File: config.mk
export PLATFORM = sky130hd
export DESIGN_NAME = fetchStage
export DESIGN_NICKNAME = d
export VERILOG_FILES = /design/src/vecProcPkg.sv /design/src/fetchStage.sv
export VERILOG_INCLUDE_DIRS = /design/src
export SDC_FILE = /design/constraint.sdc
export NUM_CORES = 2
export LEC_CHECK = 0
export BUFFER_PORTS_ARGS = -buffer_cell sky130_fd_sc_hd__clkbuf_2
export CAP_MARGIN = 20
export CORE_MARGIN = 2
export CORE_UTILIZATION = 40
export CTS_CLUSTER_SIZE = 14
export DETAILED_ROUTE_END_ITERATION = 16
export HOLD_SLACK_MARGIN = 0.15
export SYNTH_ARGS = -nofsm -noshare
export SYNTH_HDL_FRONTEND = slang
export SYNTH_SLANG_ARGS = --single-unit
File: constraint.sdc
create_clock -name clk -period 4.9 [get_ports clk]
set_input_delay 0.245 -clock clk [delete_from_list [all_inputs] [get_ports clk]]
set_output_delay 0.245 -clock clk [all_outputs]
set_load 0.02 [all_outputs]
File: src/vecProc_cfg.svh
`ifndef VEC_PROC_CFG_SVH
`define VEC_PROC_CFG_SVH

// Lane geometry of a vector register
`define VP_LANE_W 8
`define VP_LANES 4

// Registers of each kind, scalar and vector
`define VP_REGS 4

// Instruction memory words, one per PC value
`define VP_IMEM_DEPTH 256

// Vector data memory words
`define VP_DMEM_DEPTH 16

`endif

File: src/vecProcPkg.sv
`default_nettype none
`include "vecProc_cfg.svh"

package vecProcPkg;

    typedef logic [`VP_LANE_W-1:0] laneT;
    // Lane 0 in the low byte
    typedef logic [`VP_LANES*`VP_LANE_W-1:0] vecT;
    typedef logic [15:0] instrT;
    typedef logic [$clog2(`VP_IMEM_DEPTH)-1:0] pcT;
    // Bit 3 marks a vector register
    typedef logic [3:0] regSelT;

    typedef enum logic [3:0] {
        OP_NOP = 4'd0,
        OP_ADD = 4'd1,
        OP_SUB = 4'd2,
        OP_AND = 4'd3,
        OP_OR  = 4'd4,
        OP_XOR = 4'd5,
        OP_LI  = 4'd6,
        OP_LD  = 4'd7,
        OP_ST  = 4'd8,
        OP_CMP = 4'd9,
        OP_JMP = 4'd10,
        OP_BZ  = 4'd11
    } opcodeT;

    typedef enum logic [2:0] {
        ALU_ADD  = 3'd0,
        ALU_SUB  = 3'd1,
        ALU_AND  = 3'd2,
        ALU_OR   = 3'd3,
        ALU_XOR  = 3'd4,
        ALU_PASS = 3'd5
    } aluOpT;

    typedef enum logic [1:0] {
        WB_ALU = 2'd0,
        WB_IMM = 2'd1,
        WB_MEM = 2'd2
    } wbSrcT;

    typedef struct packed {
        logic   memWrite;
        wbSrcT  wbSrc;
        regSelT rd;
        laneT   imm;
        logic   regWrite;
        logic   isBranch;
        logic   isJump;
        logic   setFlags;
        aluOpT  aluOp;
    } ctrlT;

    typedef struct packed {
        logic valid;
        ctrlT ctrl;
        vecT  op1;
        vecT  op2;
    } decExT;

    typedef struct packed {
        logic valid;
        ctrlT ctrl;
        logic pcWrite;
        vecT  result;
    } exWbT;

    typedef struct packed {
        regSelT rd;
        vecT    data;
    } retireT;

endpackage

`default_nettype wire

File: src/fetchStage.sv
`timescale 1ns/1ps
`default_nettype none
`include "vecProc_cfg.svh"

module fetchStage import vecProcPkg::*; (
    input  logic  clk,
    input  logic  arstN,
    input  logic  run,
    input  logic  imemWe,
    input  pcT    imemAddr,
    input  instrT imemData,
    input  logic  pcWrite,
    input  pcT    pcTarget,
    output instrT instr
);

    instrT imem [`VP_IMEM_DEPTH];
    pcT pc;

    // Program load, only legal while halted
    always_ff @(posedge clk) begin
        if (imemWe) begin
            imem[imemAddr] <= imemData;
        end
    end

    // Redirect from write-back wins over the increment
    always_ff @(posedge clk or negedge arstN) begin
        if (!arstN) begin
            pc <= '0;
        end else if (run) begin
            if (pcWrite) begin
                pc <= pcTarget;
            end else begin
                pc <= pc + pcT'(1);
            end
        end
    end

    assign instr = imem[pc];

endmodule

`default_nettype wire

==> run metrics <==
status=finished with violations; failing checks=slew limit, setup timing; combinational power share=15.0%; warnings from Yosys=0; CTS buffer count=411; final worst slack=-0.03135 ns; Worst Hold Class=primary input to flip-flop; actual slew at the worst max-slew pin=1.586 ns; Hold Crit Start=imemData[9]; Area contributors post-synth=edfxtp_1 77%, mux4_2 13%, mux2i_1 2.2%; P_int=61.22 mW; placed cell count=12670; CP arrival=4.69 ns; slowest CP cell=o41ai_4; Fillers=32260; maximum vdd drop=0.3275 mV; Required @ worst endpoint=4.66 ns; async set-reset flop share out of synthesis=0.1949%; Post-Route WL=470900 um; commonest non-fill, non-tap cell in the layout=edfxtp_1; Seq pwr share=47.0%; DR WL/cell=34.75 um; PortBufs=52; Core Area=396000 um^2; dpl hpwl=282400 um; starting density of the core=40.19%; DRT Pass-1 Iters=8; Post-synth EDFFs=4096; CP startpoint=pc[1]$_DFFE_PN0P_; switch share=25.87%; Leak Pwr=58.69 nW; pin count of the biggest net entering global routing=181; final worst path period need=4.931 ns; pins over their slew limit=68; Buf/Inv on CP=5; crit end category=output pin; first-pass GRT wire length=649300 um; Post-Syn Area=159100 um^2; Tot GR Track Use=23.12%; Avg Inst Size Synth=22.18 um^2; CP Max Fanout=14; PwrDens=445.9 nW/um^2; Hold Vio Cnt, Final=0; 1st-iter DRT viols=11900; GPL Wtd Cong=0.8719; NetSw=21.37 mW; Most used DFF post-synth=edfxtp_1; Post-Layout Cell Count=13550; Top cell by count, worst path=buf_16; synth unique cells=77; Startpoint Class=flip-flop; Clk pwr share=37.9%; Reg-to-Reg Start=pc[3]$_DFFE_PN0P_; num rows=231; RSZ-0062 raised after global routing=true; DRC=0; worst skew pair latency=0.99 ns; Place WS=-0.1600 ns; vias post-DR=81520; # IOs=53; vias per cell=6.017; vias in the first global route=80310; fraction of layout cells with a size suffix above 1=30.68%; Clock Skews=0.01053 ns; Setup Crit Path Kind=flip-flop to output pin; Max-slew headroom=-5.721%; antenna-violating nets left=0; crit path cell chain=buf_16 -> buf_16 -> buf_16 -> buf_4 -> mux4_2 -> mux4_2 -> nor2_1 -> a211oi_1 -> o41ai_4 -> o21ai_4 -> buf_12; max cap viols=0; flop and latch count out of synthesis=4104; share of the synthesized area in the top cell type=77.29%; chip width=634.7 um; antenna violations before repair=36; Synth-to-Final Area Change=16.39%; die area=402900 um^2; Syn Inst Count=7175; FMAX=202.8 MHz; CTS tree=built; final setup TNS=-0.03938 ns; top cell family by delay on the critical path=compound AO/OA/AOI/OAI gates; H-tree Lvls=5; clock transition at the registers of the reported paths=0.06 ns; most frequent cells in the layout=4096 x edfxtp_1, 923 x mux4_2, 556 x buf_4; clock tree buffer depth=4; remaining global-route overflow=0; nets=7999; period utilization=100.6%; Design Power=82.59 mW; syn nets=7213; largest area contributor in the netlist=edfxtp_1; clock root buffer=clkbuf_16; Seq/Total Area, Yosys=77.42%; Die H=634.7 um; final setup fails=3; Sink Count=4104; Worst path max stage delay=0.70 ns
stage by stage:
stage / util [%] / area [um^2] / hold slack (ns)
after floorplan: - / 159100 / -0.05059
after global placement: 42.73 / 169200 / 0.1834
after detailed placement: 42.79 / 169400 / 0.1821
after CTS: 46.65 / 184700 / 0.2785
after global routing: 46.77 / 185200 / 0.3195
final: 46.77 / 185200 / 0.3166
cell usage after synthesis, drive strengths merged, types with 17 or more instances:
| cell type | n |
|---|---|
| a21oi | 172 |
| nor2b | 17 |
| a22oi | 74 |
| nor3 | 17 |
| nand2 | 180 |
| edfxtp | 4096 |
| clkbuf | 141 |
| a211oi | 28 |
| buf | 290 |
| o221ai | 44 |
| nor2 | 342 |
| mux4 | 968 |
| mux2i | 344 |
| a221oi | 71 |
| nand3 | 47 |
| o21ai | 89 |
| mux2 | 18 |
| o22ai | 40 |
flip-flops by register name, summed over array words and instances, names as in the netlist:
register / count
pc: 8
imem: 4096
power groups by stage:
stage / registers, mW / logic, mW / clock network (mW)
global route: 38.8 / 12.7 / 33.0
floorplan: 39.5 / 6.20 / 0
global placement: 39.6 / 11.5 / 0
finish: 38.8 / 12.4 / 31.3
detailed placement: 39.6 / 11.5 / 0
CTS: 38.8 / 12.2 / 31.7
worst register-to-register path, delay by kind of cell, from the launching register on:
kind | cells | cell delay (ns)
buf+inv | 3 | 1.47
flops | 1 | 0.66
simple gates | 2 | 0.62
compound gates | 2 | 0.45
area by class of cell:
cell class | count | area, um^2 | share of cell area (%)
tap | 5242 | 6559 | 3.541
inverter | 10 | 63.81 | 0.03445
timing repair buffer | 803 | 8102 | 4.374
clock inverter | 252 | 2719 | 1.468
multi-input combinational | 2631 | 33880 | 18.30
sequential | 4104 | 123200 | 66.53
clock buffer | 499 | 10640 | 5.743
antenna | 7 | 17.52 | 0.009458
cell families after synthesis:
kind of cell	after synthesis	share of synthesized area, %
and+or+nand+nor	655	1.721
muxes	1330	16.10
AOI/OAI and AO/OA	644	2.820
buffers and inverters	441	1.932
DFF	4104	77.42
adders and majority gates	1	0.007861
final timing paths:
check                                         endpoint  slack [ns]  cells past startpoint
worst max-delay path                         instr[12]       -0.03                     11
worst min-delay path            imem[239][9]$_DFFE_PP_        0.32                      2
worst max register to register       pc[7]$_DFFE_PN0P_        1.64                      7
worst min register to register       pc[1]$_DFFE_PN0P_        1.42                      4
max in group asynchronous            pc[3]$_DFFE_PN0P_        4.11                      3
min in group asynchronous            pc[5]$_DFFE_PN0P_        0.35                      3
timing repair:
| item | in CTS | in global routing |
|---|---|---|
| gates cloned | 13 | 3 |
| pin swaps | 11 | 10 |
| hold buffers | 50 | 0 |
| endpoints found under the setup margin | 16 | 12 |
| buffers inserted | 34 | 18 |
| hold endpoints to repair | 2214 | 0 |
| resized for setup | 144 | 39 |
layer usage:
layer / GRT usage [%] / up-vias / wire length (um)
met5: 0 / - / 149
met1: 31.43 / 43930 / 181500
met3: 4.583 / 850 / 45910
met4: 8.878 / 22 / 20970
met2: 36.93 / 4703 / 222300
li1: - / 32010 / -
Power figures use the tool's default switching activity.
