**config.mk**
```make
export PLATFORM = sky130hd
export DESIGN_NAME = executeStage
export DESIGN_NICKNAME = d
export VERILOG_FILES = /design/src/vecProcPkg.sv /design/src/executeStage.sv
export VERILOG_INCLUDE_DIRS = /design/src
export SDC_FILE = /design/constraint.sdc
export NUM_CORES = 1
export LEC_CHECK = 0
export ABC_AREA = 1
export BUFFER_PORTS_ARGS = -buffer_cell sky130_fd_sc_hd__buf_2
export CORE_ASPECT_RATIO = 2
export CORE_MARGIN = 8
export CORE_UTILIZATION = 35
export CTS_BUF_LIST = sky130_fd_sc_hd__clkbuf_8
export CTS_CLUSTER_SIZE = 20
export DETAILED_ROUTE_END_ITERATION = 12
export SLEW_MARGIN = 25
export SYNTH_ARGS = -nofsm -noshare
export SYNTH_HDL_FRONTEND = slang
export SYNTH_SLANG_ARGS = --single-unit
```
**constraint.sdc**
```tcl
create_clock -name clk -period 0.85 [get_ports clk]
set_input_delay 0.085 -clock clk [delete_from_list [all_inputs] [get_ports clk]]
set_output_delay 0.085 -clock clk [all_outputs]
set_load 0.05 [all_outputs]
```
**src/vecProc_cfg.svh**
```systemverilog
`ifndef VEC_PROC_CFG_SVH
`define VEC_PROC_CFG_SVH

// Lane geometry of a vector register
`define VP_LANE_W 8
`define VP_LANES 4

// Registers of each kind, scalar and vector
`define VP_REGS 4

// Instruction memory words, one per PC value
`define VP_IMEM_DEPTH 256

// Vector data memory words
`define VP_DMEM_DEPTH 16

`endif

```
**src/vecProcPkg.sv**
```systemverilog
`default_nettype none
`include "vecProc_cfg.svh"

package vecProcPkg;

    typedef logic [`VP_LANE_W-1:0] laneT;
    // Lane 0 in the low byte
    typedef logic [`VP_LANES*`VP_LANE_W-1:0] vecT;
    typedef logic [15:0] instrT;
    typedef logic [$clog2(`VP_IMEM_DEPTH)-1:0] pcT;
    // Bit 3 marks a vector register
    typedef logic [3:0] regSelT;

    typedef enum logic [3:0] {
        OP_NOP = 4'd0,
        OP_ADD = 4'd1,
        OP_SUB = 4'd2,
        OP_AND = 4'd3,
        OP_OR  = 4'd4,
        OP_XOR = 4'd5,
        OP_LI  = 4'd6,
        OP_LD  = 4'd7,
        OP_ST  = 4'd8,
        OP_CMP = 4'd9,
        OP_JMP = 4'd10,
        OP_BZ  = 4'd11
    } opcodeT;

    typedef enum logic [2:0] {
        ALU_ADD  = 3'd0,
        ALU_SUB  = 3'd1,
        ALU_AND  = 3'd2,
        ALU_OR   = 3'd3,
        ALU_XOR  = 3'd4,
        ALU_PASS = 3'd5
    } aluOpT;

    typedef enum logic [1:0] {
        WB_ALU = 2'd0,
        WB_IMM = 2'd1,
        WB_MEM = 2'd2
    } wbSrcT;

    typedef struct packed {
        logic   memWrite;
        wbSrcT  wbSrc;
        regSelT rd;
        laneT   imm;
        logic   regWrite;
        logic   isBranch;
        logic   isJump;
        logic   setFlags;
        aluOpT  aluOp;
    } ctrlT;

    typedef struct packed {
        logic valid;
        ctrlT ctrl;
        vecT  op1;
        vecT  op2;
    } decExT;

    typedef struct packed {
        logic valid;
        ctrlT ctrl;
        logic pcWrite;
        vecT  result;
    } exWbT;

    typedef struct packed {
        regSelT rd;
        vecT    data;
    } retireT;

endpackage

`default_nettype wire

```
**src/executeStage.sv**
```systemverilog
`timescale 1ns/1ps
`default_nettype none
`include "vecProc_cfg.svh"

module executeStage import vecProcPkg::*; (
    input  logic  clk,
    input  logic  arstN,
    input  logic  run,
    input  decExT dIn,
    output exWbT  eOut
);

    localparam int W = `VP_LANE_W;

    vecT  aluRes;
    logic zFlag;
    logic takeBranch;
    exWbT eNext;

    // Lanewise, carries never cross into the next lane
    always_comb begin
        laneT a;
        laneT b;
        aluRes = '0;
        for (int i = 0; i < `VP_LANES; i++) begin
            a = dIn.op1[i*W +: W];
            b = dIn.op2[i*W +: W];
            case (dIn.ctrl.aluOp)
                ALU_ADD: aluRes[i*W +: W] = a + b;
                ALU_SUB: aluRes[i*W +: W] = a - b;
                ALU_AND: aluRes[i*W +: W] = a & b;
                ALU_OR:  aluRes[i*W +: W] = a | b;
                ALU_XOR: aluRes[i*W +: W] = a ^ b;
                default: aluRes[i*W +: W] = a;
            endcase
        end
    end

    // BZ reads the registered Z, so a CMP just before it is already visible
    assign takeBranch = dIn.valid && (dIn.ctrl.isJump || (dIn.ctrl.isBranch && zFlag));

    always_comb begin
        eNext = '0;
        eNext.valid = dIn.valid;
        eNext.ctrl = dIn.ctrl;
        eNext.ctrl.regWrite = dIn.ctrl.regWrite && dIn.valid;
        eNext.ctrl.memWrite = dIn.ctrl.memWrite && dIn.valid;
        eNext.pcWrite = takeBranch;
        eNext.result = aluRes;
    end

    // Z comes from lane 0 only
    always_ff @(posedge clk or negedge arstN) begin
        if (!arstN) begin
            zFlag <= 1'b0;
        end else if (run && dIn.valid && dIn.ctrl.setFlags) begin
            zFlag <= (aluRes[W-1:0] == '0);
        end
    end

    always_ff @(posedge clk or negedge arstN) begin
        if (!arstN) begin
            eOut <= '0;
        end else if (run) begin
            eOut <= eNext;
        end
    end

endmodule

`default_nettype wire

```
==> reports/summary.md <==
• max-capacitance violation count: 0
• Layout Skew: 0.902 ps
• TritonCTS Sinks: 57
• final cell area excluding filler cells: 0.0115 mm^2
• count of state elements after synthesis: 57
• Worst EP arrival: 2190 ps
• Routed Wire Length: 25700 um
• Post-DP Area: 0.00874 mm^2
• Yosys warning total: 0
• gate count of the mapped netlist: 891
• Min Hold Slack: 39.0 ps
• RSZ-0062 raised after global routing: yes
• total congestion overflow: 0
• proportion of layout cells with a drive suffix above 1: 52.1%
• TritonCTS clock tree: yes
• count of input and output buffers: 145
• critical path's slowest cell: ha_2
• violations in the final reports: negative setup slack
• wire per inst: 17.1 um
• Placer Congestion: 0.907
• maximum number of pins on one net before global-route repair: 36
• source of the worst hold timing path: dIn[67]
• Place WS: -1450 ps
• Worst R2R Start: eOut[11]
• Max Clock Freq: 519 MHz
• crit-path max FO: 5
• worst relative slew slack: 76.8%
• kind of start point of the critical path: input pin
• transition time at the pin with the least slew margin: 347 ps
• share of the synthesized area in the top cell type: 23.4%
• drt initial violations: 336
• num ports: 146
• initial core utilization: 35.5%
• worst setup path startpoint: dIn[65]
• Vias/cell: 4.94
• Horiz. Die Dim: 109 um
• crit path cell chain: buf_8 > inv_4 > nand3_4 > buf_12 > buf_12 > nand2_4 > xor2_1 > ha_2 > a21oi_2 > nand2_2 > nand2_2 > nand2_2 > a21oi_2 > nand2_1 > nand2_1 > o21ai_1 > nand2_1 > nand2_1
• Peak VDD IR: 574 uV
• final critical path time including I/O delays and setup: 1930 ps
• Syn Area/Cell: 6.84 um^2
• Num CTS Buffers: 9
• Routed Antenna Nets: 0
• Max stage delay on crit path: 340 ps
• Total Routing Usage GR: 22.4%
• most common library cells after synthesis: nand2_1, inv_1, ha_1, o21ai_0, dfrtp_1
• initial antenna violation count: 0
• worst setup path category: input pin to register
• wire length of the first global-routing pass: 38700 um
• CP most frequent cell: nand2_1
• result of the run: complete, but fails checks
• HPWL after detailed placement: 17800 um
• total number of nets in the final design: 1482
• drc violations: 0
• total core area: 0.0172 mm^2
• most frequently used cell type in the post-synthesis netlist: nand2_1
• data required time of the critical path: 1110 ps
• hold violation count in the final report: 0
• via count: 7447
• post-synthesis net count: 1081
• floorplan die area: 0.0222 mm^2
• count of final max-slew check failures: 0
• distinct cell type count of the synthesized netlist: 36
• power density over the cells: 1290 mW/mm^2
• Row Count: 68
• async set or reset register ratio after synthesis: 100%
• ranking of synthesized cells by area: dfrtp_1, ha_1, nand2_1
• final number of setup-violating endpoints: 88
• clock latency on the worst-skew pair: 360 ps
• type of element capturing the critical path: register
• Pleak: 5.98 nW
• number of antenna cells inserted: 0
• number of enable flip-flop cells after synthesis: 0
• kind of path behind the tightest hold check: input pin to register
• cell type with the highest aggregate area in the netlist: dfrtp_1
• CTS clk-pin slew, worst paths: 80 ps
• synthesized area: 0.00610 mm^2
• buffer depth of the longest clock path: 2
• maximum level of the CTS H-tree: 3
• Final Total Pwr: 14.9 mW
• sequential element share of the synthesized area: 23.4%
• number of global-route vias before repair: 7868
• TritonRoute pass-1 iters: 4
• Tcrit/Tclk final: 227%
• overall die height: 203 um
• slack of the critical path: -1080 ps
• Synth Flop Type: dfrtp_1
• layout-stage area growth over the synthesis result: 89.2%
• Clock Root Buffer: clkbuf_8
where the power goes:
| part | switching (mW) | total (mW) | leakage (nW) | internal (mW) |
|---|---|---|---|---|
| registers | 0.271 | 3.31 | 0.700 | 3.04 |
| clock network | 1.32 | 3.05 | 0.105 | 1.73 |
| logic | 4.63 | 8.53 | 5.18 | 3.89 |
critical path, delay by kind of cell:
family                     cells  cell delay [ps]
adders and majority gates      1              340
AOI/OAI and AO/OA              3              430
xor gates and xnor gates       1              150
buffers and inverters          4              450
and+or+nand+nor                9              730
flip-flops by register name, indices dropped and copies added, names as in the netlist:
register	cells
eOut	56
zFlag	1
final timing paths:
check	slack, ps	endpoint	depth (start not counted)
hold reg to reg	490	eOut[55]	2
setup reg to reg	-20	eOut[11]	4
setup / recovery	-1080	eOut[29]	18
max in group asynchronous	170	eOut[44]	3
min in group asynchronous	190	eOut[24]	2
hold / removal	40	eOut[36]	4
through the flow:
stage / cells / util, % / TNS [ps]
final: 1507 / 67.1 / -33890
after global routing: 1507 / 67.1 / -37920
after detailed placement: 1400 / 50.8 / -39820
after floorplan: 891 / - / -29720
after global placement: 1400 / 50.8 / -38910
after CTS: 1479 / 62.2 / -33700
cell usage in the layout, fill, tap and decap left out, types with 8 or more instances in the layout:
cell / count
buf_4: 207
clkbuf_8: 10
o21ai_1: 22
nand3_1: 21
buf_6: 83
xor2_1: 14
o21ai_0: 32
nand3_4: 8
nand2_1: 220
ha_1: 71
inv_1: 103
dlygate4sd3_1: 19
nand2_4: 22
nor2_1: 31
nand3_2: 19
o21ai_2: 17
ha_4: 22
a21oi_4: 10
a21oi_2: 19
buf_8: 9
inv_2: 17
nand2_2: 43
buf_12: 21
dfrtp_1: 53
a21oi_1: 8
buf_2: 79
final cells by class:
| cell class | count | area (um^2) |
|---|---|---|
| multi-input combinational | 669 | 5320 |
| timing repair buffer | 421 | 3710 |
| sequential | 57 | 1430 |
| clock buffer | 10 | 138 |
| fill | 1319 | 5650 |
| inverter | 134 | 576 |
| clock inverter | 6 | 91.3 |
| tap | 210 | 263 |
cell families (layout without fill, tap and decap cells):
logic type	after synthesis	after routing	synth area share [%]
buffers and inverters	166	571	11.4
XOR/XNOR	25	25	3.59
AND/OR/NAND/NOR	399	400	27.1
AO/OA/AOI/OAI	144	144	13.5
flip-flops	57	57	23.4
adder cells (fa/ha/maj)	100	100	21.0
routing by layer:
metal | global-route usage (%) | share of wire [%] | vias to the layer above
met5 | 0 | 0 | -
met4 | 15.0 | 6.7 | 0
met3 | 3.72 | 4.3 | 97
met2 | 41.7 | 55 | 203
met1 | 21.2 | 34 | 3503
li1 | - | - | 3644
what timing repair did:
action,4_1_cts,5_1_grt
pin swaps,105,130
hold endpoints to repair,76,0
hold buffers,19,0
setup endpoints to repair,89,89
gates cloned,6,0
buffers inserted,39,35
resized for setup,293,157
No activity file was read; power rests on OpenSTA's default activity.
