<file path="src/vecProc_cfg.svh">
`ifndef VEC_PROC_CFG_SVH
`define VEC_PROC_CFG_SVH

// Lane geometry of a vector register
`define VP_LANE_W 8
`define VP_LANES 4

// Registers of each kind, scalar and vector
`define VP_REGS 4

// Instruction memory words, one per PC value
`define VP_IMEM_DEPTH 256

// Vector data memory words
`define VP_DMEM_DEPTH 16

`endif

</file>
<file path="src/vecProcPkg.sv">
`default_nettype none
`include "vecProc_cfg.svh"

package vecProcPkg;

    typedef logic [`VP_LANE_W-1:0] laneT;
    // Lane 0 in the low byte
    typedef logic [`VP_LANES*`VP_LANE_W-1:0] vecT;
    typedef logic [15:0] instrT;
    typedef logic [$clog2(`VP_IMEM_DEPTH)-1:0] pcT;
    // Bit 3 marks a vector register
    typedef logic [3:0] regSelT;

    typedef enum logic [3:0] {
        OP_NOP = 4'd0,
        OP_ADD = 4'd1,
        OP_SUB = 4'd2,
        OP_AND = 4'd3,
        OP_OR  = 4'd4,
        OP_XOR = 4'd5,
        OP_LI  = 4'd6,
        OP_LD  = 4'd7,
        OP_ST  = 4'd8,
        OP_CMP = 4'd9,
        OP_JMP = 4'd10,
        OP_BZ  = 4'd11
    } opcodeT;

    typedef enum logic [2:0] {
        ALU_ADD  = 3'd0,
        ALU_SUB  = 3'd1,
        ALU_AND  = 3'd2,
        ALU_OR   = 3'd3,
        ALU_XOR  = 3'd4,
        ALU_PASS = 3'd5
    } aluOpT;

    typedef enum logic [1:0] {
        WB_ALU = 2'd0,
        WB_IMM = 2'd1,
        WB_MEM = 2'd2
    } wbSrcT;

    typedef struct packed {
        logic   memWrite;
        wbSrcT  wbSrc;
        regSelT rd;
        laneT   imm;
        logic   regWrite;
        logic   isBranch;
        logic   isJump;
        logic   setFlags;
        aluOpT  aluOp;
    } ctrlT;

    typedef struct packed {
        logic valid;
        ctrlT ctrl;
        vecT  op1;
        vecT  op2;
    } decExT;

    typedef struct packed {
        logic valid;
        ctrlT ctrl;
        logic pcWrite;
        vecT  result;
    } exWbT;

    typedef struct packed {
        regSelT rd;
        vecT    data;
    } retireT;

endpackage

`default_nettype wire

</file>
<file path="src/writebackStage.sv">
`timescale 1ns/1ps
`default_nettype none
`include "vecProc_cfg.svh"

module writebackStage import vecProcPkg::*; (
    input  logic   clk,
    input  logic   arstN,
    input  logic   run,
    input  exWbT   wIn,
    output logic   we,
    output regSelT wsel,
    output vecT    wdata,
    output logic   pcWrite,
    output pcT     pcTarget,
    output logic   retireValid,
    output retireT retire
);

    localparam int W = `VP_LANE_W;
    localparam int AddrW = $clog2(`VP_DMEM_DEPTH);

    vecT dmem [`VP_DMEM_DEPTH];
    logic [AddrW-1:0] dAddr;
    logic commit;
    vecT wbVal;

    assign dAddr = wIn.ctrl.imm[AddrW-1:0];
    // Nothing commits while halted
    assign commit = run && wIn.valid;

    always_ff @(posedge clk) begin
        if (arstN && commit && wIn.ctrl.memWrite) begin
            dmem[dAddr] <= wIn.result;
        end
    end

    // Immediate goes to every lane, scalar masking below trims it
    always_comb begin
        case (wIn.ctrl.wbSrc)
            WB_IMM:  wbVal = {`VP_LANES{wIn.ctrl.imm}};
            WB_MEM:  wbVal = dmem[dAddr];
            default: wbVal = wIn.result;
        endcase
    end

    // Scalar destinations keep lane 0
    assign wdata = wIn.ctrl.rd[3] ? wbVal : vecT'(wbVal[W-1:0]);
    assign we = commit && wIn.ctrl.regWrite;
    assign wsel = wIn.ctrl.rd;

    assign pcWrite = commit && wIn.pcWrite;
    assign pcTarget = pcT'(wIn.ctrl.imm);

    assign retireValid = we;
    assign retire = '{rd: wIn.ctrl.rd, data: wdata};

endmodule

`default_nettype wire

</file>
<file path="config.mk">
export PLATFORM = sky130hd
export DESIGN_NAME = writebackStage
export DESIGN_NICKNAME = d
export VERILOG_FILES = /design/src/vecProcPkg.sv /design/src/writebackStage.sv
export VERILOG_INCLUDE_DIRS = /design/src
export SDC_FILE = /design/constraint.sdc
export NUM_CORES = 1
export LEC_CHECK = 0
export ABC_AREA = 1
export BUFFER_PORTS_ARGS = -buffer_cell sky130_fd_sc_hd__buf_4
export CORE_MARGIN = 5
export CORE_UTILIZATION = 40
export CTS_CLUSTER_DIAMETER = 50
export CTS_CLUSTER_SIZE = 12
export DETAILED_ROUTE_END_ITERATION = 7
export PLACE_DENSITY = 0.63
export SYNTH_ARGS = -nofsm -noshare
export SYNTH_HDL_FRONTEND = slang
export SYNTH_SLANG_ARGS = --single-unit
export TNS_END_PERCENT = 10
</file>
<file path="constraint.sdc">
create_clock -name clk -period 5 [get_ports clk]
set_input_delay 1 -clock clk [delete_from_list [all_inputs] [get_ports clk]]
set_output_delay 1 -clock clk [all_outputs]
set_load 0.02 [all_outputs]
</file>
==> out/summary.md, run 1 <==
• **result of the run** finished clean
• **clock root buffer** sky130_fd_sc_hd__clkbuf_16
• **Clock Sinks** 512
• **global route hottest layer** met2
• **residual DRC count** 0
• **final wirelength** 56600 um
• **pin count of the biggest net entering global routing** 145
• **total iterations of the first detailed-routing run** 5
• **leading cell type in the layout, fill and taps excluded** sky130_fd_sc_hd__nand2_1
• **layout cell share with drive strength beyond 1** 11.5%
• **total of hold buffers inserted after clock tree synthesis** 0
• **largest reg by FF count** dmem
• **Clock transition at path regs** 0.06 ns
• **max reg flops** 512
• **data arrival time at the worst-slack endpoint** 3.05 ns
• **maximum frequency from static timing analysis** 247 MHz
• **Slew HR** 29.5%
• **Cell Pwr Density** 356 nW/um^2
• **overflow left after global routing** 0
• **overall die height** 246 um
• **number of buffers created by CTS** 50
• **GR met3 Demand/Resource** 4.20%
• **Site Rows** 86
• **number of instances on the worst hold path** 1
• **wire length per cell** 18.9 um
• **leakage dissipation** 10.4 nW
• **initial cell density of the core** 40.4%
• **area enclosed by the die boundary** 60300 sq um
• **final HPWL from detailed placement** 33400 um
• **actual transition at the worst max-transition pin** 1.06 ns
• **Setup WS post-layout** 0.954 ns
• **startpoint types** input port
• **count of routing violations after the opening detailed-route iteration** 1410
• **routability congestion estimate** 0.804
• **worst hold path type** input port to flip-flop
• **Worst VDD drop** 0.208 mV
• **synthesized flop and latch total** 512
• **area of all placed cells without fillers** 25200 sq um
• **reported max-cap violation count** 0
• **setup repair bufs after CTS** 0
• **io pins** 142
• **tightest hold margin** 0.719 ns
• **final worst path period need** 4.05 ns
• **number of max-slew violations in the final report** 0
• **launch instance of the worst min-delay path** wIn[11]
• **most used cell along the critical path** sky130_fd_sc_hd__nand2_1
• **Setup Slack @ Placement** 0.961 ns
• **vias after detailed routing** 14700
• **worst setup path category** input port to primary output
• **global-route wire length before repair** 85000 um
• **Clock H-tree levels** 2
• **number of port buffers** 126
• **required time worst endpoint** 4.00 ns
• **setup repair after global routing missed its margin** no
• **die extent in x** 246 um
• **core occupancy in the finished layout** 45.8%
• **count of synthesis-stage warnings from yosys** 0
• **filler instances** 4972
• **final count of negative-setup-slack endpoints** 0
• **end point of the most critical hold path** dmem[8][11]
• **antenna violations before repair** 0
• **TritonCTS clock tree** yes
• **largest registers ranked by flip-flop count** dmem (512)
• **Setup TNS Final** 0 ns
• **number of nets at the end of the flow** 2299
• **Clock Tree Buf Depth** 3
• **Vias/cell** 4.91
• **crit path cell chain** clkbuf_8, inv_6, buf_4, nand2_1, nand2_1, nand2_1, nand2_1, nand2_1, nand2_1, o21ai_1, a21oi_1, buf_4
• **Slowest-stage cell, CP** sky130_fd_sc_hd__buf_4
• **post-synthesis cell count** 2160
• **Post-Synthesis Cell Area** 22200 sq um
• **most frequent cells in the layout** sky130_fd_sc_hd__nand2_1 (1348), sky130_fd_sc_hd__edfxtp_1 (512), sky130_fd_sc_hd__buf_4 (167)
• **Diodes inserted** 0
• **core outline area** 55000 sq um
• **overall routing resource usage** 18.4%
• **delay contributed by the slowest stage of the critical path** 0.39 ns
• **highest fanout seen on the critical path** 54
• **Post-Syn Nets** 2221
• **distinct cell type count of the synthesized netlist** 16
• **synthesized area per cell** 10.3 sq um
• **vias in the first global route** 14200
• **remaining number of nets flagged by the antenna check after routing** 0
• **global-route met1 utilization** 24.6%
• **Area growth syn-to-layout** 13.5%
• **Crit. Startpoint** wIn[40]
• **Hold Violations, Final** 0
• **endpoint class of the critical path** primary output
• **instance area after placement** 23800 sq um
• **met2 track demand over resource** 30.3%
• **Resize count post-CTS** 0
• **ratio of final minimum period to clock period** 80.9%
• **post-synthesis sequential area ratio** 69.3%
[through the flow]
step                      total power [mW]  instances
after global placement                5.58       2934
after floorplan                       5.31       2160
after CTS                             9.03       3001
after global routing                  9.28       3001
after detailed placement              5.60       2934
final                                 8.98       3001
[report_power, final]
part	switching (mW)	leakage, nW	internal [mW]
registers	0.00348	4.60	4.74
logic	0.538	5.11	0.228
clock network	1.49	0.703	1.98
total	2.03	10.4	6.94
[synthesized netlist by cell type]
cell type                  instances  area, sq um
sky130_fd_sc_hd__a21oi_1          40          200
sky130_fd_sc_hd__buf_1             5         18.8
sky130_fd_sc_hd__buf_2            43          215
sky130_fd_sc_hd__buf_4            63          473
sky130_fd_sc_hd__buf_6            23          259
sky130_fd_sc_hd__buf_8             2         30.0
sky130_fd_sc_hd__clkbuf_1         21         78.8
sky130_fd_sc_hd__edfxtp_1        512        15400
sky130_fd_sc_hd__ha_1              2         25.0
sky130_fd_sc_hd__inv_1            11         41.3
sky130_fd_sc_hd__inv_6             1         8.76
sky130_fd_sc_hd__nand2_1        1348         5060
sky130_fd_sc_hd__nand3_1           4         20.0
sky130_fd_sc_hd__nor2_1           29          109
sky130_fd_sc_hd__o21ai_0          24          120
sky130_fd_sc_hd__o21ai_1          32          160
[kinds of logic after synthesis]
logic type / count (synthesis) / share of synthesized area [%]
AND/OR/NAND/NOR: 1381 / 23.4
buffers and inverters: 169 / 5.07
adder cells (fa/ha/maj): 2 / 0.113
AO/OA/AOI/OAI: 96 / 2.16
flip-flops: 512 / 69.3
[worst max-delay path, delay by kind of cell]
family | cells | cell delay [ns]
compound gates | 2 | 0.43
buf+inv | 4 | 1.10
simple gates | 6 | 0.46
[routing by layer]
layer	part of all wire, %	vias to the layer above
met2	48	506
met1	42	6998
met3	7.8	107
met5	0	-
met4	2.8	0
li1	-	7123
[cell type report]
cell class / instances / area, sq um / share of cell area (%)
sequential: 512 / 15400 / 61.0
multi-input combinational: 1479 / 5830 / 23.1
timing repair buffer: 183 / 1570 / 6.22
clock buffer: 59 / 1350 / 5.35
tap: 748 / 936 / 3.71
clock inverter: 8 / 85.1 / 0.338
inverter: 12 / 52.6 / 0.209
[how the worst max path moves through the flow]
| stage | to | slack (ns) | cells past startpoint |
|---|---|---|---|
| 5_1_grt | wdata[15] | 0.81 | 10 |
| 3_3_place_gp | wdata[8] | 0.97 | 10 |
| 6_report | retire[2] | 0.95 | 12 |
| 2_1_floorplan | wdata[29] | 1.43 | 8 |
| 3_5_place_dp | wdata[8] | 0.96 | 10 |
| 4_1_cts | wdata[8] | 0.95 | 10 |
No activity file was read; power rests on OpenSTA's default activity.
==> run 2: changes to the inputs <==
- PLACE_DENSITY: 0.63 -> 0.66
- clock period: 5 -> 3.6 ns (I/O delays scaled with it)
==> run 2 against run 1 <==
Effect of this change:
- critical path depth down 6
- combinational power up 40%
- die area unchanged
- utilization up 0.22 points
- largest cell class unchanged
- clock-buffer cell count down 6
- critical endpoint is now retire[31]
==> out/summary.md, run 2 (synthesis gave the netlist of run 1 again) <==
• **Clock transition at path regs** 0.06 ns, about the same
• **area of the multi-input gates** 5830 sq um, unchanged
• **largest registers ranked by flip-flop count** dmem (512)
• **Clock Sinks** 512, unchanged
• **maximum frequency from static timing analysis** 290 MHz
• **number of port buffers** 126, unchanged
• **total of hold buffers inserted after clock tree synthesis** 0, unchanged
• **instance area after placement** 23900 sq um, +0.59%
• **setup repair bufs after CTS** 0, unchanged
• **actual transition at the worst max-transition pin** 1.04 ns, -0.0214 ns
• **highest fanout seen on the critical path** 9, -83%
• **Diodes inserted** 0, unchanged
• **global-route wire length before repair** 84600 um, -0.48%
• **overflow left after global routing** 0, unchanged
• **area of all placed cells without fillers** 25300 sq um, +0.47%
• **number of max-slew violations in the final report** 0, unchanged
• **Clock H-tree levels** 2, unchanged
• **startpoint types** input port
• **endpoint class of the critical path** primary output
• **global-route met1 utilization** 24.5%, -0.10 points
• **Slew HR** 31.0%, +1.4 points
• **io pins** 142, unchanged
• **worst hold path type** input port to flip-flop
• **vias in the first global route** 14400, +1.3%
• **final HPWL from detailed placement** 31300 um, -6.2%
• **Reg area** 15400 sq um, unchanged
• **vias after detailed routing** 14900, +0.92%
• **antenna violations before repair** 0, unchanged
• **initial cell density of the core** 40.4%, unchanged
• **pin count of the biggest net entering global routing** 133, -8.3%
• **Area growth syn-to-layout** 14.1%
• **Worst VDD drop** 0.313 mV, +50%
• **overall routing resource usage** 18.2%, -0.24 points
• **clock root buffer** sky130_fd_sc_hd__clkbuf_16
• **Hold Violations, Final** 0, unchanged
• **result of the run** finished clean
• **required time worst endpoint** 2.88 ns, -1.12 ns
• **TritonCTS clock tree** yes
• **leading cell type in the layout, fill and taps excluded** sky130_fd_sc_hd__nand2_1
• **remaining number of nets flagged by the antenna check after routing** 0, unchanged
• **final count of negative-setup-slack endpoints** 0, unchanged
• **core outline area** 55000 sq um, unchanged
• **global route hottest layer** met2
• **Setup Slack @ Placement** 0.0960 ns, -0.865 ns
• **count of routing violations after the opening detailed-route iteration** 1252, -11%
• **leakage dissipation** 10.5 nW, +0.47%
• **number of nets at the end of the flow** 2309, +0.43%
• **core occupancy in the finished layout** 46.0%, +0.22 points
• **final wirelength** 55800 um, -1.4%
• **ratio of final minimum period to clock period** 95.9%
• **GR met3 Demand/Resource** 3.21%, -0.99 points
• **Vias/cell** 4.95, +0.75%
• **number of buffers created by CTS** 51, +2.0%
• **Setup WS post-layout** 0.147 ns, -0.806 ns
• **most frequent cells in the layout** sky130_fd_sc_hd__nand2_1 (1348), sky130_fd_sc_hd__edfxtp_1 (512), sky130_fd_sc_hd__buf_4 (170)
• **overall die height** 246 um, unchanged
• **routability congestion estimate** 0.783, -2.6%
• **die extent in x** 246 um, unchanged
• **residual DRC count** 0, unchanged
• **tightest hold margin** 0.438 ns, -0.281 ns
• **Site Rows** 86, unchanged
• **layout cell share with drive strength beyond 1** 12.1%, +0.55 points
• **area enclosed by the die boundary** 60300 sq um, unchanged
• **wire length per cell** 18.6 um, -1.6%
• **Resize count post-CTS** 0, unchanged
• **met2 track demand over resource** 30.0%, -0.33 points
• **total iterations of the first detailed-routing run** 5, unchanged
• **final worst path period need** 3.45 ns
• **Clock Tree Buf Depth** 3, unchanged
• **reported max-cap violation count** 0, unchanged
• **Cell Pwr Density** 490 nW/um^2, +37%
• **filler instances** 4954, -0.36%
• **Setup TNS Final** 0 ns, unchanged
• **worst setup path category** input port to primary output
• **data arrival time at the worst-slack endpoint** 2.73 ns, -0.32 ns
• **largest reg by FF count** dmem
• **setup repair after global routing missed its margin** no
• **max reg flops** 512, unchanged
-- run 2: cell count changes in the layout (fill, tap and decap cells not counted) --
cell | before | now
sky130_fd_sc_hd__buf_4 | 167 | 170
sky130_fd_sc_hd__clkinvlp_4 | 0 | 3
sky130_fd_sc_hd__buf_12 | 15 | 21
sky130_fd_sc_hd__clkinv_2 | 2 | 0
sky130_fd_sc_hd__clkinv_1 | 4 | 1
sky130_fd_sc_hd__clkbuf_1 | 6 | 1
sky130_fd_sc_hd__clkinv_8 | 0 | 1
sky130_fd_sc_hd__clkbuf_8 | 1 | 0
sky130_fd_sc_hd__buf_6 | 0 | 1
sky130_fd_sc_hd__inv_6 | 1 | 2
sky130_fd_sc_hd__clkbuf_16 | 53 | 52
sky130_fd_sc_hd__bufinv_16 | 2 | 1
sky130_fd_sc_hd__clkinv_4 | 0 | 3
-- run 2: final cells by class --
class | count | share of cell area, %
clock buffer | 53 | 5.16
clock inverter | 10 | 0.425
inverter | 12 | 0.208
multi-input combinational | 1479 | 23.0
sequential | 512 | 60.7
tap | 748 | 3.70
timing repair buffer | 192 | 6.75
-- run 2: path summary, 6_finish.rpt --
check	start	to	slack, ns	depth (start not counted)
max	wIn[52]	retire[31]	0.15	6
min	wIn[6]	dmem[13][6]	0.44	1
-- run 2: metal layers --
layer / wire, um / vias up / part of all wire, %
li1: - / 7144 / -
met1: 23900 / 7092 / 43
met2: 26500 / 534 / 48
met3: 3850 / 99 / 6.9
met4: 1510 / 0 / 2.7
met5: 0 / - / 0
-- run 2: stage by stage --
| stage | std cells | total power [mW] |
|---|---|---|
| 2_1_floorplan | 2160 | 7.37 |
| 3_3_place_gp | 2943 | 7.77 |
| 3_5_place_dp | 2943 | 7.78 |
| 4_1_cts | 3006 | 12.5 |
| 5_1_grt | 3006 | 12.8 |
| 6_report | 3006 | 12.4 |
-- run 2: report_power, final --
part	internal, mW	switching (mW)	total, mW	leakage, nW
Combinational	0.333	0.738	1.07	5.18
Clock	2.64	2.10	4.74	0.682
Sequential	6.58	0.00490	6.58	4.60
-- run 2: worst max-delay path: stages --
cell	delay [ns]
sky130_fd_sc_hd__buf_4	0.09
sky130_fd_sc_hd__inv_1	0.04
sky130_fd_sc_hd__ha_1	0.41
sky130_fd_sc_hd__a21oi_1	0.84
sky130_fd_sc_hd__a21oi_1	0.38
sky130_fd_sc_hd__buf_4	0.26
