## src/vecProc_cfg.svh

```systemverilog
`ifndef VEC_PROC_CFG_SVH
`define VEC_PROC_CFG_SVH

// Lane geometry of a vector register
`define VP_LANE_W 8
`define VP_LANES 4

// Registers of each kind, scalar and vector
`define VP_REGS 4

// Instruction memory words, one per PC value
`define VP_IMEM_DEPTH 256

// Vector data memory words
`define VP_DMEM_DEPTH 16

`endif

```

## src/vecProcPkg.sv

```systemverilog
`default_nettype none
`include "vecProc_cfg.svh"

package vecProcPkg;

    typedef logic [`VP_LANE_W-1:0] laneT;
    // Lane 0 in the low byte
    typedef logic [`VP_LANES*`VP_LANE_W-1:0] vecT;
    typedef logic [15:0] instrT;
    typedef logic [$clog2(`VP_IMEM_DEPTH)-1:0] pcT;
    // Bit 3 marks a vector register
    typedef logic [3:0] regSelT;

    typedef enum logic [3:0] {
        OP_NOP = 4'd0,
        OP_ADD = 4'd1,
        OP_SUB = 4'd2,
        OP_AND = 4'd3,
        OP_OR  = 4'd4,
        OP_XOR = 4'd5,
        OP_LI  = 4'd6,
        OP_LD  = 4'd7,
        OP_ST  = 4'd8,
        OP_CMP = 4'd9,
        OP_JMP = 4'd10,
        OP_BZ  = 4'd11
    } opcodeT;

    typedef enum logic [2:0] {
        ALU_ADD  = 3'd0,
        ALU_SUB  = 3'd1,
        ALU_AND  = 3'd2,
        ALU_OR   = 3'd3,
        ALU_XOR  = 3'd4,
        ALU_PASS = 3'd5
    } aluOpT;

    typedef enum logic [1:0] {
        WB_ALU = 2'd0,
        WB_IMM = 2'd1,
        WB_MEM = 2'd2
    } wbSrcT;

    typedef struct packed {
        logic   memWrite;
        wbSrcT  wbSrc;
        regSelT rd;
        laneT   imm;
        logic   regWrite;
        logic   isBranch;
        logic   isJump;
        logic   setFlags;
        aluOpT  aluOp;
    } ctrlT;

    typedef struct packed {
        logic valid;
        ctrlT ctrl;
        vecT  op1;
        vecT  op2;
    } decExT;

    typedef struct packed {
        logic valid;
        ctrlT ctrl;
        logic pcWrite;
        vecT  result;
    } exWbT;

    typedef struct packed {
        regSelT rd;
        vecT    data;
    } retireT;

endpackage

`default_nettype wire

```

## src/regFile.sv

```systemverilog
`timescale 1ns/1ps
`default_nettype none
`include "vecProc_cfg.svh"

module regFile import vecProcPkg::*; (
    input  logic   clk,
    input  logic   arstN,
    input  regSelT rs1,
    input  regSelT rs2,
    output vecT    op1,
    output vecT    op2,
    input  logic   we,
    input  regSelT wsel,
    input  vecT    wdata
);

    localparam int IdxW = $clog2(`VP_REGS);

    laneT sReg [`VP_REGS];
    vecT  vReg [`VP_REGS];

    // Scalars read back as lane 0 with upper lanes zero
    assign op1 = rs1[3] ? vReg[rs1[IdxW-1:0]] : vecT'(sReg[rs1[IdxW-1:0]]);
    assign op2 = rs2[3] ? vReg[rs2[IdxW-1:0]] : vecT'(sReg[rs2[IdxW-1:0]]);

    // No writes while reset is asserted
    always_ff @(posedge clk) begin
        if (we && arstN) begin
            if (wsel[3]) begin
                vReg[wsel[IdxW-1:0]] <= wdata;
            end else begin
                sReg[wsel[IdxW-1:0]] <= wdata[`VP_LANE_W-1:0];
            end
        end
    end

endmodule

`default_nettype wire

```

## config.mk

```make
export PLATFORM = sky130hd
export DESIGN_NAME = regFile
export DESIGN_NICKNAME = d
export VERILOG_FILES = /design/src/vecProcPkg.sv /design/src/regFile.sv
export VERILOG_INCLUDE_DIRS = /design/src
export SDC_FILE = /design/constraint.sdc
export NUM_CORES = 1
export LEC_CHECK = 0
export ABC_CLOCK_PERIOD_IN_PS = 4200
export BUFFER_PORTS_ARGS = -buffer_cell sky130_fd_sc_hd__buf_2
export CAP_MARGIN = 10
export CORE_UTILIZATION = 57
export DETAILED_ROUTE_END_ITERATION = 10
export HOLD_SLACK_MARGIN = 0.02
export PLACE_DENSITY = 0.87
export SYNTH_ARGS = -nofsm -noshare
export SYNTH_HDL_FRONTEND = slang
export SYNTH_SLANG_ARGS = --single-unit
```

## constraint.sdc

```tcl
create_clock -name clk -period 4.2 [get_ports clk]
set_clock_uncertainty 0.15 [all_clocks]
set_input_delay 0.21 -clock clk [delete_from_list [all_inputs] [get_ports clk]]
set_output_delay 0.21 -clock clk [all_outputs]
set_load 0.02 [all_outputs]
```

==> impl_metrics.toml, run 1 <==
[sta]
min_period_over_period_pct = 62.7
max_freq_mhz = 379
grt_setup_unrepaired = "no"
slew_headroom_pct = 22.6
report.final.slew_viol_count = 0
setup_ws_ns = 1.56
setup_viol = 0
setup_tns_ns = 0
tightestPinTransition_ns = 1.16
hold_violations = 0
min_period_ns = 2.64

[worst_setup_path]
cp_data_required_time_ns = 3.84
cp-end-kind = "output pin"
crit_type = "input port to output pin"
cp_num_buf_inv = 3
crit_chain = "buf_2, buf_4, mux4_2, and2_1, buf_2"
cp_top_family = "buffers and inverters"
worstSetupStartpoint = "rs1[0]"
crit_slowest_cell = "buf_2"
arrival_ns = 2.28
worst_path_largest_cell_delay_ns = 0.75
crit_fanout = 29
path_common_cell = "buf_2"
worstSetupStartpointType = "input port"

[clocking]
cts_tree = "yes"
cts_root_buf = "clkbuf_16"
clock-sinks = 160
cts_setup_buffers = 0
htreeDepth = 4
post_cts_resized = 0
clkTransAtPathRegs_ns = 0.06
cts_made_buffers = 17
clock_path_buffers = 2

[pwr]
p_leak_uw = 0.00312
p_total_uw = 3560
powerDensity_nw_per_um2 = 400
ir_worst_vdd_uv = 376

[yosys]
synthAdderAreaFrac_pct = 0
yosys.area_share.simple_pct = 4.91
synth_top_area_share_pct = 65.3
synth_area_per_cell_um2 = 21.6
ys_warn_count = 0
synth_edf_count = 160
synthFlopType = "edfxtp_1"
yosys-top-cells-count = "edfxtp_1 (160), mux4_2 (60), and2_1 (48)"
synth_mux_area_share_pct = 27.9
async_flop_share_pct = 0
synth_top_family_by_area = "multiplexers"
yosys_register_bits = 160
synth_compound_area_share_pct = 0
ys_seq_area_share_pct = 65.3
synth_top_area_cell = "edfxtp_1"
syn-instance-count = 341
synth-xor-area-share_pct = 0
synth_area_leaders = "edfxtp_1 (65%), mux4_2 (18%), mux4_1 (7.1%)"
netlist_area_um2 = 7360
synth.distinct_cells = 15
post-synth-top-count-cell = "edfxtp_1"
syn-num-nets = 388

[finish]
antennaDiodeCount = 0
syn_to_final_growth_pct = 20.8
nets = 527
drive_gt1_share_pct = 44.2

[global_routing]
track_usage_pct = 25.2
grt_pass1_wl_um = 23200
grt_overflow = 0
grt_start_max_net_pins = 41
antenna_found_initial = 0
grt_pass1_vias = 4273

[placed_design]
place_congestion = 0.746
dp_slack_ns = 1.52
dpl.hpwl_um = 9090
io_buffers = 107

[detailed_routing]
viasPerCell = 6.03
first_pass_iters = 5
drt_iter0_drc = 345
dr_total_vias = 4009
drc = 0
antenna_left = 0
wl_per_cell_um = 23.3
routed_wl_um = 15500

[floorplanning]
fp.dieW_um = 116
num_rows = 41
io_pins = 111
die_area_um2 = 13400
die-height_um = 116
core_area_um2 = 12600
start_util_pct = 58.3

[hold_path]
hp-start = "wsel[1]"
hold_path.class = "input port to register"

[status]
status = "finished clean"

[job]
maxCapViolCount = 0
-- stage by stage --
| stage | utilization [%] | area (um2) | std cells | hold slack [ns] |
|---|---|---|---|---|
| 2_1_floorplan | - | 7360 | 341 | 0.159 |
| 3_3_place_gp | 63.7 | 8040 | 601 | 0.270 |
| 3_5_place_dp | 63.7 | 8040 | 601 | 0.279 |
| 4_1_cts | 70.5 | 8890 | 665 | 0.0206 |
| 5_1_grt | 70.5 | 8890 | 665 | 0.0421 |
| 6_report | 70.5 | 8890 | 665 | 0.0596 |
-- worst paths after layout --
| check | endpoint | slack [ns] | cells past startpoint |
|---|---|---|---|
| max | op1[16] | 1.56 | 5 |
| min | vReg[0][5] | 0.06 | 2 |
-- what timing repair did --
item	CTS	global route
hold buffers	32	0
hold endpoints to repair	160	0
endpoints found under the setup margin	0	0
-- where the power goes --
group	internal [uW]	total [uW]	switching [uW]
clock	807	1380	576
sequential	1790	1810	13.8
combinational	174	367	193
total	2770	3560	783
-- registers in the layout, indices dropped and copies added, names as in the netlist --
name / flops
sReg: 32
vReg: 128
-- per-layer routing --
metal / vias up / GRT usage [%] / wire, um
met3: 22 / 7.17 / 927
met4: 0 / 8.46 / 191
met2: 169 / 43.2 / 8410
met5: - / 0 / 0
li1: 1739 / - / -
met1: 2079 / 31.3 / 5960
-- layout by cell type (no fill, tap or decap) --
cell type and n:
edfxtp_1 160, buf_2 107, mux4_2 60, and2_1 48, dlygate4sd3_1 32, mux4_1 20, clkbuf_16 17, mux2_2 16
buf_4 5, clkbuf_1 4, nor2_1 3, nor2_4 3, clkinvlp_4 3, clkinv_2 3, nand2b_1 2, clkinv_1 2
clkinv_4 2, nand3b_1 1, nand2_1 1, nand3_1 1, nor3_1 1, nor3_2 1, bufinv_16 1
-- logic make-up after synthesis --
kind of cell / count (synthesis)
DFF: 160
muxes: 96
and+or+nand+nor: 61
buffers and inverters: 24
-- cell type report --
type / instances / area (um2)
Clock inverter: 11 / 92.6
Tap cell: 172 / 215
Sequential cell: 160 / 4800
Fill cell: 801 / 3730
Multi-Input combinational cell: 157 / 2450
Clock buffer: 21 / 440
Timing Repair Buffer: 144 / 893
Note: power is estimated with default switching activity, not from simulation.
==> inputs of run 2 (changes only) <==
Settings changed: ABC_CLOCK_PERIOD_IN_PS 4200 to 2600.
Clock period 4.2 ns to 2.6 ns, I/O delays scaled along.
==> impl_metrics.toml, run 2 (synthesized netlist as in run 1, its figures left out) <==
[pwr]
pwr-share-comb_pct = 10.4
powerDensity_nw_per_um2 = 646
switchingPower_uw = 1280
clockPowerShare_pct = 39.9
p_leak_uw = 0.00322
swShare_pct = 21.8
ir_worst_vdd_uv = 468
seq_power_share_pct = 49.8
internal_power_uw = 4580

[clocking]
cts_made_buffers = 17
clkTransAtPathRegs_ns = 0.06
htreeDepth = 4
cts_setup_buffers = 0
clock_path_buffers = 2
cts_tree = "yes"
cts_root_buf = "clkbuf_16"
clock-sinks = 160
post_cts_resized = 0
ctsHoldBuffers = 32

[sta]
max_freq_mhz = 458
hold_slack_ns = 0.116
report.final.slew_viol_count = 0
tightestPinTransition_ns = 0.660
hold_violations = 0
setup_tns_ns = 0
grt_setup_unrepaired = "no"
setup_viol = 0
min_period_over_period_pct = 84.0
slew_headroom_pct = 56.0
min_period_ns = 2.18

[detailed_routing]
routed_wl_um = 15500
viasPerCell = 6.07
wl_per_cell_um = 23.0
antenna_left = 0
wl_met3_um = 1070
wl_met2_um = 8130
drt_iter0_drc = 359
first_pass_iters = 4
drc = 0
wl_met1_um = 6070
highest_layer = "met4"
dr_total_vias = 4100

[job]
maxCapViolCount = 0

[placed_design]
dpl_cell_area_um2 = 8190
place_congestion = 0.846
dpl.hpwl_um = 9510
io_buffers = 107

[finish]
nets = 538
drive_gt1_share_pct = 45.4
largest_reg_flops = 128
design_area_um2 = 9070
syn_to_final_growth_pct = 23.1
fillers = 808
mostFrequentLayoutCells = "edfxtp_1 (160), buf_2 (107), mux4_2 (60), and2_1 (48), dlygate4sd3_1 (32)"
final_common_cell = "edfxtp_1"
antennaDiodeCount = 0

[floorplanning]
start_util_pct = 58.3
fp.dieW_um = 116
die_area_um2 = 13400
die-height_um = 116
core_area_um2 = 12600
num_rows = 41
io_pins = 111

[worst_setup_path]
crit_type = "register to output pin"
worstSetupStartpointType = "register"
worstSetupStartpoint = "sReg[3][2]"
worst_path_largest_cell_delay_ns = 0.59
crit_slowest_cell = "mux4_1"
cp_data_required_time_ns = 2.32
cp-endpoint = "op2[2]"
crit_fanout = 2
arrival_ns = 1.90
crit_chain = "mux4_1, mux2_2, buf_2"
cp-end-kind = "output pin"

[global_routing]
grt_overflow = 0
grt_start_max_net_pins = 41
antenna_found_initial = 0
track_usage_pct = 25.0
grt_pass1_wl_um = 23200
grt_pass1_vias = 4150

[hold_path]
hold_path.class = "input port to register"

[status]
status = "finished clean"
## run 2: metal layers
layer  vias to the layer above  track usage (%)
li1                       1765                -
met1                      2124             32.0
met2                       195             42.3
met3                        16             5.86
met4                         0             9.15
met5                         -                0
## run 2: power by group through the flow
stage	combinational [uW]	clock, uW	sequential (uW)
floorplan	373	0	2960
detailed placement	569	0	2970
global placement	555	0	2960
CTS	611	2350	2920
global route	649	2440	2920
finish	607	2340	2920
## run 2: worst max-delay path: cells and delay by family (launching register included)
family | cells | cell delay [ns]
buf+inv | 1 | 0.16
flops | 1 | 0.42
mux | 2 | 0.90
## run 2: how the worst min path moves through the flow
stage / from / slack, ns / endpoint / depth (start not counted)
after floorplan: wdata[0] / 0.08 / sReg[0][0] / 0
after global placement: wdata[25] / 0.19 / vReg[0][25] / 1
after detailed placement: wdata[28] / 0.20 / vReg[3][28] / 1
after CTS: wsel[1] / 0.11 / vReg[0][1] / 3
after global routing: wsel[0] / 0.13 / vReg[0][1] / 3
final: wsel[1] / 0.12 / vReg[0][1] / 3
## run 2: cell type report
cell class / instances / area [um2] / share of cell area (%)
timing repair buffer: 155 / 1040 / 11.5
clock buffer: 20 / 437 / 4.82
clock inverter: 12 / 119 / 1.31
multi-input combinational: 157 / 2450 / 27.0
tap: 172 / 215 / 2.37
sequential: 160 / 4800 / 53.0
## run 2: through the flow
stage                     setup slack, ns  utilization (%)  std cells  power, uW
after floorplan                     0.370                -        341       3330
after global placement              0.570             64.9        612       3520
after detailed placement            0.515             64.9        612       3540
after CTS                           0.432             71.8        676       5880
after global routing                0.399             71.8        676       6010
final                               0.416             71.8        676       5860
==> inputs of run 3 (changes only) <==
Settings changed: ABC_CLOCK_PERIOD_IN_PS 2600 to 1800, CORE_UTILIZATION 57 to 51, PLACE_DENSITY 0.87 to 0.83.
Clock period 2.6 ns to 1.8 ns, I/O delays scaled along.
==> impl_metrics.toml, run 3 (synthesized netlist as in run 1, its figures left out) <==
[status]
status = "finished with violations"
violations = "negative setup slack"

[floorplanning]
die-height_um = 122
die_area_um2 = 14900
start_util_pct = 52.6
io_pins = 111
core_area_um2 = 14000
fp.dieW_um = 122
num_rows = 43

[pwr]
ir_worst_vdd_uv = 497
p_leak_uw = 0.00347
powerDensity_nw_per_um2 = 935

[placed_design]
place_congestion = 0.719
dpl.hpwl_um = 9030
io_buffers = 107

[worst_setup_path]
cp_data_required_time_ns = 1.56
worstSetupStartpointType = "register"
crit_fanout = 2
cp-end-kind = "output pin"
crit_type = "register to output pin"
crit_slowest_cell = "mux4_2"
crit_chain = "mux4_2, mux2_4, buf_6"
worst_path_largest_cell_delay_ns = 0.50
arrival_ns = 1.76

[global_routing]
grt_pass1_wl_um = 24000
track_usage_pct = 22.8
grt_overflow = 0
grt_start_max_net_pins = 41
grt_pass1_vias = 4369
antenna_found_initial = 0

[finish]
fillers = 872
final_common_cell = "edfxtp_1"
syn_to_final_growth_pct = 32.5
largest_reg_flops = 128
mostFrequentLayoutCells = "edfxtp_1 (160), mux4_2 (79), buf_6 (64), and2_4 (48), buf_2 (43)"
drive_gt1_share_pct = 59.3
nets = 543
antennaDiodeCount = 0
final_util_pct = 69.7

[sta]
min_period_over_period_pct = 111
grt_setup_unrepaired = "yes"
max_freq_mhz = 499
report.final.slew_viol_count = 0
slew_headroom_pct = 61.8
min_period_ns = 2.00
setup_tns_ns = -3.05
hold_violations = 0
setup_viol = 34
setup_ws_ns = -0.203
tightestPinTransition_ns = 0.574

[clocking]
cts_made_buffers = 17
cts_tree = "yes"
clkTransAtPathRegs_ns = 0.06
clock-sinks = 160
clock_path_buffers = 2
cts_setup_buffers = 0
cts_root_buf = "clkbuf_16"
htreeDepth = 4

[hold_path]
hold_path.class = "input port to register"

[detailed_routing]
first_pass_iters = 4
wl_per_cell_um = 22.4
viasPerCell = 5.97
dr_total_vias = 4113
drt_iter0_drc = 316
routed_wl_um = 15500
drc = 0
antenna_left = 0

[job]
maxCapViolCount = 0
==> run 3: metal layers <==
layer	vias to the layer above	GRT usage [%]	share of wire (%)
met1	2152	28.6	38
li1	1753	-	-
met2	187	39.1	54
met5	-	0	0
met3	21	4.31	6.5
met4	0	9.38	1.9
==> run 3: power by group <==
part	total, uW	switching (uW)	internal (uW)
Sequential	4210	32.3	4180
Clock	3780	1340	2440
Combinational	1140	501	635
Total	9130	1870	7250
==> run 3: critical path: cells and delay by family, from the launching register on <==
kind | cells | cell delay, ns
flops | 1 | 0.41
mux | 2 | 0.80
buf+inv | 1 | 0.13
==> run 3: final cells by class <==
class                   count  area [um2]  share of cell area, %
clock buffers              19         433                   4.44
clock inverters            13         193                   1.98
multi-input cells         157        2560                   26.3
flip-flops and latches    160        4800                   49.2
well taps                 180         225                   2.31
repair buffers            160        1540                   15.8
==> run 3: path summary, 6_finish.rpt <==
| path | cells past startpoint | end | slack [ns] | from |
|---|---|---|---|---|
| worst max-delay path | 3 | op2[5] | -0.20 | vReg[1][5] |
| worst min-delay path | 3 | sReg[0][5] | 0.09 | wsel[0] |
==> run 3: metrics by stage <==
stage / std cells / setup slack, ns / power, uW / area (um2) / hold WS [ns]
after global placement: 625 / 0.0928 / 5110 / 8300 / 0.150
after detailed placement: 625 / 0.0581 / 5130 / 8300 / 0.157
after global routing: 689 / -0.233 / 9380 / 9760 / 0.109
after CTS: 689 / -0.200 / 9170 / 9750 / 0.0804
after floorplan: 341 / -0.390 / 4820 / 7370 / 0.0389
final: 689 / -0.203 / 9130 / 9760 / 0.0912
==> run 3: repair_timing <==
item / CTS / global route
pin swaps: 18 / 0
hold buffers: 32 / 0
endpoints found under the hold margin: 160 / 0
resized for setup: 208 / 3
setup endpoints to repair: 64 / 64
